## src/hw/dcache_pkg.sv

```systemverilog
package dcache_pkg;

    // address layout from the top is tag, index, word select and byte offset
    localparam int ADDR_W         = 32;
    localparam int WORD_W         = 32;
    localparam int WORDS_PER_LINE = 8;
    localparam int SETS           = 64;
    localparam int NUM_WAYS       = 2;
    localparam int BYTES_PER_WORD = WORD_W / 8;

    localparam int OFFSET_W   = 2;
    localparam int WORD_SEL_W = 3;
    localparam int INDEX_W    = 6;
    localparam int TAG_W      = ADDR_W - INDEX_W - WORD_SEL_W - OFFSET_W;

    typedef logic [WORD_W-1:0]         word_t;
    typedef logic [TAG_W-1:0]          tag_t;
    typedef logic [INDEX_W-1:0]        index_t;
    typedef logic [WORD_SEL_W-1:0]     word_sel_t;
    typedef logic [BYTES_PER_WORD-1:0] byte_mask_t;

    // word 0 sits in the low bits
    typedef logic [WORDS_PER_LINE-1:0][WORD_W-1:0] line_t;

    typedef enum logic [1:0] {
        OP_IDLE,
        OP_LOAD,
        OP_STORE,
        OP_REFILL
    } cache_op_t;

endpackage

```

## src/hw/req_stage.sv

```systemverilog
`timescale 1ns/1ps

module req_stage (
    input  logic                      clk,
    input  logic                      rst,
    input  dcache_pkg::cache_op_t     op,
    input  logic [dcache_pkg::ADDR_W-1:0] addr,
    input  dcache_pkg::word_t         store_data,
    input  dcache_pkg::byte_mask_t    byte_mask,
    input  dcache_pkg::line_t         refill_line,
    output dcache_pkg::cache_op_t     s_op,
    output dcache_pkg::tag_t          s_tag,
    output dcache_pkg::index_t        s_index,
    output dcache_pkg::word_sel_t     s_word_sel,
    output dcache_pkg::word_t         s_store_data,
    output dcache_pkg::byte_mask_t    s_byte_mask,
    output dcache_pkg::line_t         s_refill_line,
    output logic                      resp_valid
);
    import dcache_pkg::*;

    tag_t      addr_tag;
    index_t    addr_index;
    word_sel_t addr_word_sel;

    // field split of the incoming address
    assign addr_word_sel = addr[OFFSET_W +: WORD_SEL_W];
    assign addr_index    = addr[OFFSET_W + WORD_SEL_W +: INDEX_W];
    assign addr_tag      = addr[ADDR_W-1 -: TAG_W];

    always_ff @(posedge clk) begin
        if (rst) begin
            s_op <= OP_IDLE;
        end else begin
            s_op <= op;
        end
    end

    // operands held for the compare cycle
    always_ff @(posedge clk) begin
        s_tag         <= addr_tag;
        s_index       <= addr_index;
        s_word_sel    <= addr_word_sel;
        s_store_data  <= store_data;
        s_byte_mask   <= byte_mask;
        s_refill_line <= refill_line;
    end

    assign resp_valid = (s_op != OP_IDLE);

endmodule

```

## config.mk

```make
export PLATFORM = sky130hd
export DESIGN_NAME = req_stage
export DESIGN_NICKNAME = d
export VERILOG_FILES = /design/src/hw/dcache_pkg.sv /design/src/hw/req_stage.sv
export SDC_FILE = /design/constraint.sdc
export NUM_CORES = 1
export LEC_CHECK = 0
export ABC_AREA = 1
export BUFFER_PORTS_ARGS = -buffer_cell sky130_fd_sc_hd__buf_2
export CAP_MARGIN = 20
export CELL_PAD_IN_SITES_DETAIL_PLACEMENT = 0
export CELL_PAD_IN_SITES_GLOBAL_PLACEMENT = 2
export CORE_AREA = 2 2 253 255
export CTS_BUF_LIST = sky130_fd_sc_hd__clkbuf_4 sky130_fd_sc_hd__clkbuf_8
export CTS_CLUSTER_DIAMETER = 30
export CTS_CLUSTER_SIZE = 28
export DETAILED_ROUTE_END_ITERATION = 8
export DIE_AREA = 0 0 255 257
export MAX_ROUTING_LAYER = met4
export PLACE_DENSITY = 0.49
export RECOVER_POWER = 100
export SETUP_SLACK_MARGIN = 0.4
export SLEW_MARGIN = 20
export SYNTH_ARGS = -nofsm -noshare
export SYNTH_HDL_FRONTEND = slang
export SYNTH_SLANG_ARGS = --single-unit
```

## constraint.sdc

```tcl
create_clock -name clk -period 0.8 [get_ports clk]
set_clock_uncertainty 0.1 [all_clocks]
set_input_delay 0.04 -clock clk [delete_from_list [all_inputs] [get_ports clk]]
set_output_delay 0.04 -clock clk [all_outputs]
set_load 0.1 [all_outputs]
```

==> reports/qor.csv <==
stage;metric;value;unit
drt;ANT nets after route;0;
grt;total gr overflow;0;
grt;first-pass GRT wire length;47.93;mm
drt;drt total wl;33.38;mm
yosys;FF+latch count, synth;324;
critical_path;Max stage delay cell, worst path;dfxtp_4;
min_path;Hold WC Path Type;input port to register;
place;DP HPWL;25.48;mm
sta;fmax;727.9;MHz
cells_and_area;synth-to-layout area growth;237.9;%
power;clock power share;42.9;%
status;violated checks;negative hold slack, negative setup slack;
sta;min setup slack post-route;-573.8;ps
power;Net Sw Frac;32.07;%
clocking;CTS tree;yes;
die;die height;257;um
die;Starting Density;10.38;%
status;status;complete, but fails checks;
power;combinational power share;23.6;%
drt;DR DRC count;0;
critical_path;Critical Path Max Stage Delay;360;ps
grt;pin count of the biggest net entering global routing;13;
critical_path;crit-path cells;inv_4 -> nand2_4 -> buf_12;
clocking;Hold-fix buffers, CTS;325;
yosys;Post-Synthesis Cells;331;
critical_path;crit-path max FO;2;
grt;via count of the first global-routing pass;7926;
clocking;clock sink total;324;
yosys;Seq/Total Area, Yosys;99.60;%
flow_run;max-capacitance violation count;0;
critical_path;CP required;660;ps
cells_and_area;layout cells sized above 1;73.19;%
yosys;cell area after synthesis;6512;um^2
clocking;clock tree buffer depth;3;
cells_and_area;footprint of the multi-input gates;18.77;um^2
critical_path;critical path arrival;1230;ps
drt;via count;6761;
clocking;CTS H-tree lvls;3;
drt;vias per cell;2.915;
sta;Final Slew Violations;0;
place;# port buffers;650;
sta;Final Hold Fails;224;
die;std cell rows;92;
sta;RSZ-0062 raised after global routing;true;
sta;Final Setup Violations;325;
grt;GRT Total Usage;10.31;%
sta;Final Cycle Share;171.7;%
clocking;Post-CTS Setup Bufs;0;
place;pre-CTS setup slack;16.16;ps
die;core footprint;62740;um^2
sta;hold_ws;-59.11;ps
sta;Slew headroom;83.92;%
clocking;Clock transition at path regs;50;ps
cells_and_area;Final nets;1723;
power;P_sw;16.61;mW
drt;initial DRC count;144;
cells_and_area;Filler cells;5925;
power;leakage power;9.379;nW
place;Final Wtd Congestion;0.8105;
yosys;syn_nets;659;
die;DIE WIDTH;255;um
yosys;Synth Area per Inst;19.68;um^2
die;die area;65540;um^2
sta;Worst-Margin Slew;241.2;ps
grt;initial antenna violation count;10;
cells_and_area;sequential standard cell area;7702;um^2
power;Peak VDD IR;0.001574;V
clocking;CTS Buf Count;86;
drt;DRT Pass-1 Iters;4;
critical_path;crit start category;register;
yosys;yosys synthesis warning count;0;
drt;wire per inst;14.39;um
power;internal power;35.19;mW
sta;min Tclk post-route;1374;ps
critical_path;Worst setup EP type;output pin;
power;share of power burned in registers;33.5;%
die;I/O Pins;653;
clocking;Root Driver;clkbuf_8;
yosys;Yosys cell types;4;
power;Pwr per Cell Area;2354;nW/um^2
critical_path;Setup CP Type;register to output pin;
## synthesized netlist by cell type
| library cell | instances | area share, % |
|---|---|---|
| dfxtp_1 | 324 | 100 |
| inv_1 | 4 | 0.23 |
| nand2_1 | 1 | 0.058 |
| nor2_1 | 2 | 0.12 |
## worst max-delay path, delay by kind of cell, from the launching register on
kind	cells	cell delay [ps]
AND/OR/NAND/NOR	1	50
flip-flops	1	360
buffers and inverters	2	200
## cell usage in the layout, fill, tap and decap left out, drive strengths merged
cell	count
buf	602
dlygate4sd3	325
dfxtp	324
clkbuf	148
clkinv	37
bufinv	9
clkinvlp	9
inv	9
diode	7
nor2	2
nand2	1
## final cells by class
cell class	instances	share of cell area, %
Clock buffer	99	5.823
Antenna cell	7	0.07961
Timing Repair Buffer	976	51.53
Sequential cell	324	35.01
Inverter	4	0.07961
Tap cell	846	4.811
Multi-Input combinational cell	3	0.08530
Clock inverter	60	2.587
## kinds of logic (layout without fill, tap and decap cells)
| group | Yosys count | in the layout | synth area share, % |
|---|---|---|---|
| flip-flops | 324 | 324 | 99.60 |
| buffers and inverters | 4 | 1139 | 0.2305 |
| AND/OR/NAND/NOR | 3 | 3 | 0.1729 |
| other | 0 | 7 | 0 |
## state kept, by name, summed over array words and instances, names as in the netlist
register       flops
s_store_data      32
s_op               2
s_tag             21
s_word_sel         3
s_index            6
s_byte_mask        4
s_refill_line    256
## final timing paths
| kind | startpoint | end | slack, ps | cells after the start |
|---|---|---|---|---|
| worst max-delay path | s_op[1] | resp_valid | -570 | 3 |
| worst min-delay path | refill_line[247] | s_refill_line[247] | -60 | 2 |
## metal layers
metal  track usage, %  vias to the layer above  routed length [um]
met2            18.42                      418               17860
met1            9.269                     3049               10890
met3            5.088                       81                3665
met5                -                        -                   0
li1                 -                     3213                   -
met4            3.964                        0                 962
## timing repair
| action | CTS | global route |
|---|---|---|
| endpoints found under the setup margin | 325 | 325 |
| gates resized for setup | 4 | 0 |
| hold endpoints to repair | 324 | 319 |
## power groups by stage
| stage | clock [mW] | sequential, mW | combinational, mW |
|---|---|---|---|
| after detailed placement | 0 | 17.7 | 11.0 |
| final | 22.2 | 17.3 | 12.2 |
| after global routing | 24.3 | 17.4 | 12.5 |
| after floorplan | 0 | 23.6 | 0.0413 |
| after global placement | 0 | 17.6 | 11.0 |
| after CTS | 23.2 | 17.4 | 12.3 |
## stage by stage
| stage | cell area [um^2] | power, mW | instances | util, % | TNS (ps) |
|---|---|---|---|---|---|
| CTS | 22040 | 52.92 | 2312 | 35.14 | -187630 |
| finish | 22000 | 51.81 | 2319 | 35.07 | -152890 |
| global placement | 16940 | 28.64 | 1828 | 26.99 | 0 |
| floorplan | 7736 | 23.62 | 331 | - | -232.2 |
| global route | 22000 | 54.23 | 2319 | 35.07 | -188760 |
| detailed placement | 16940 | 28.68 | 1828 | 26.99 | 0 |
Note: power is estimated with default switching activity, not from simulation.
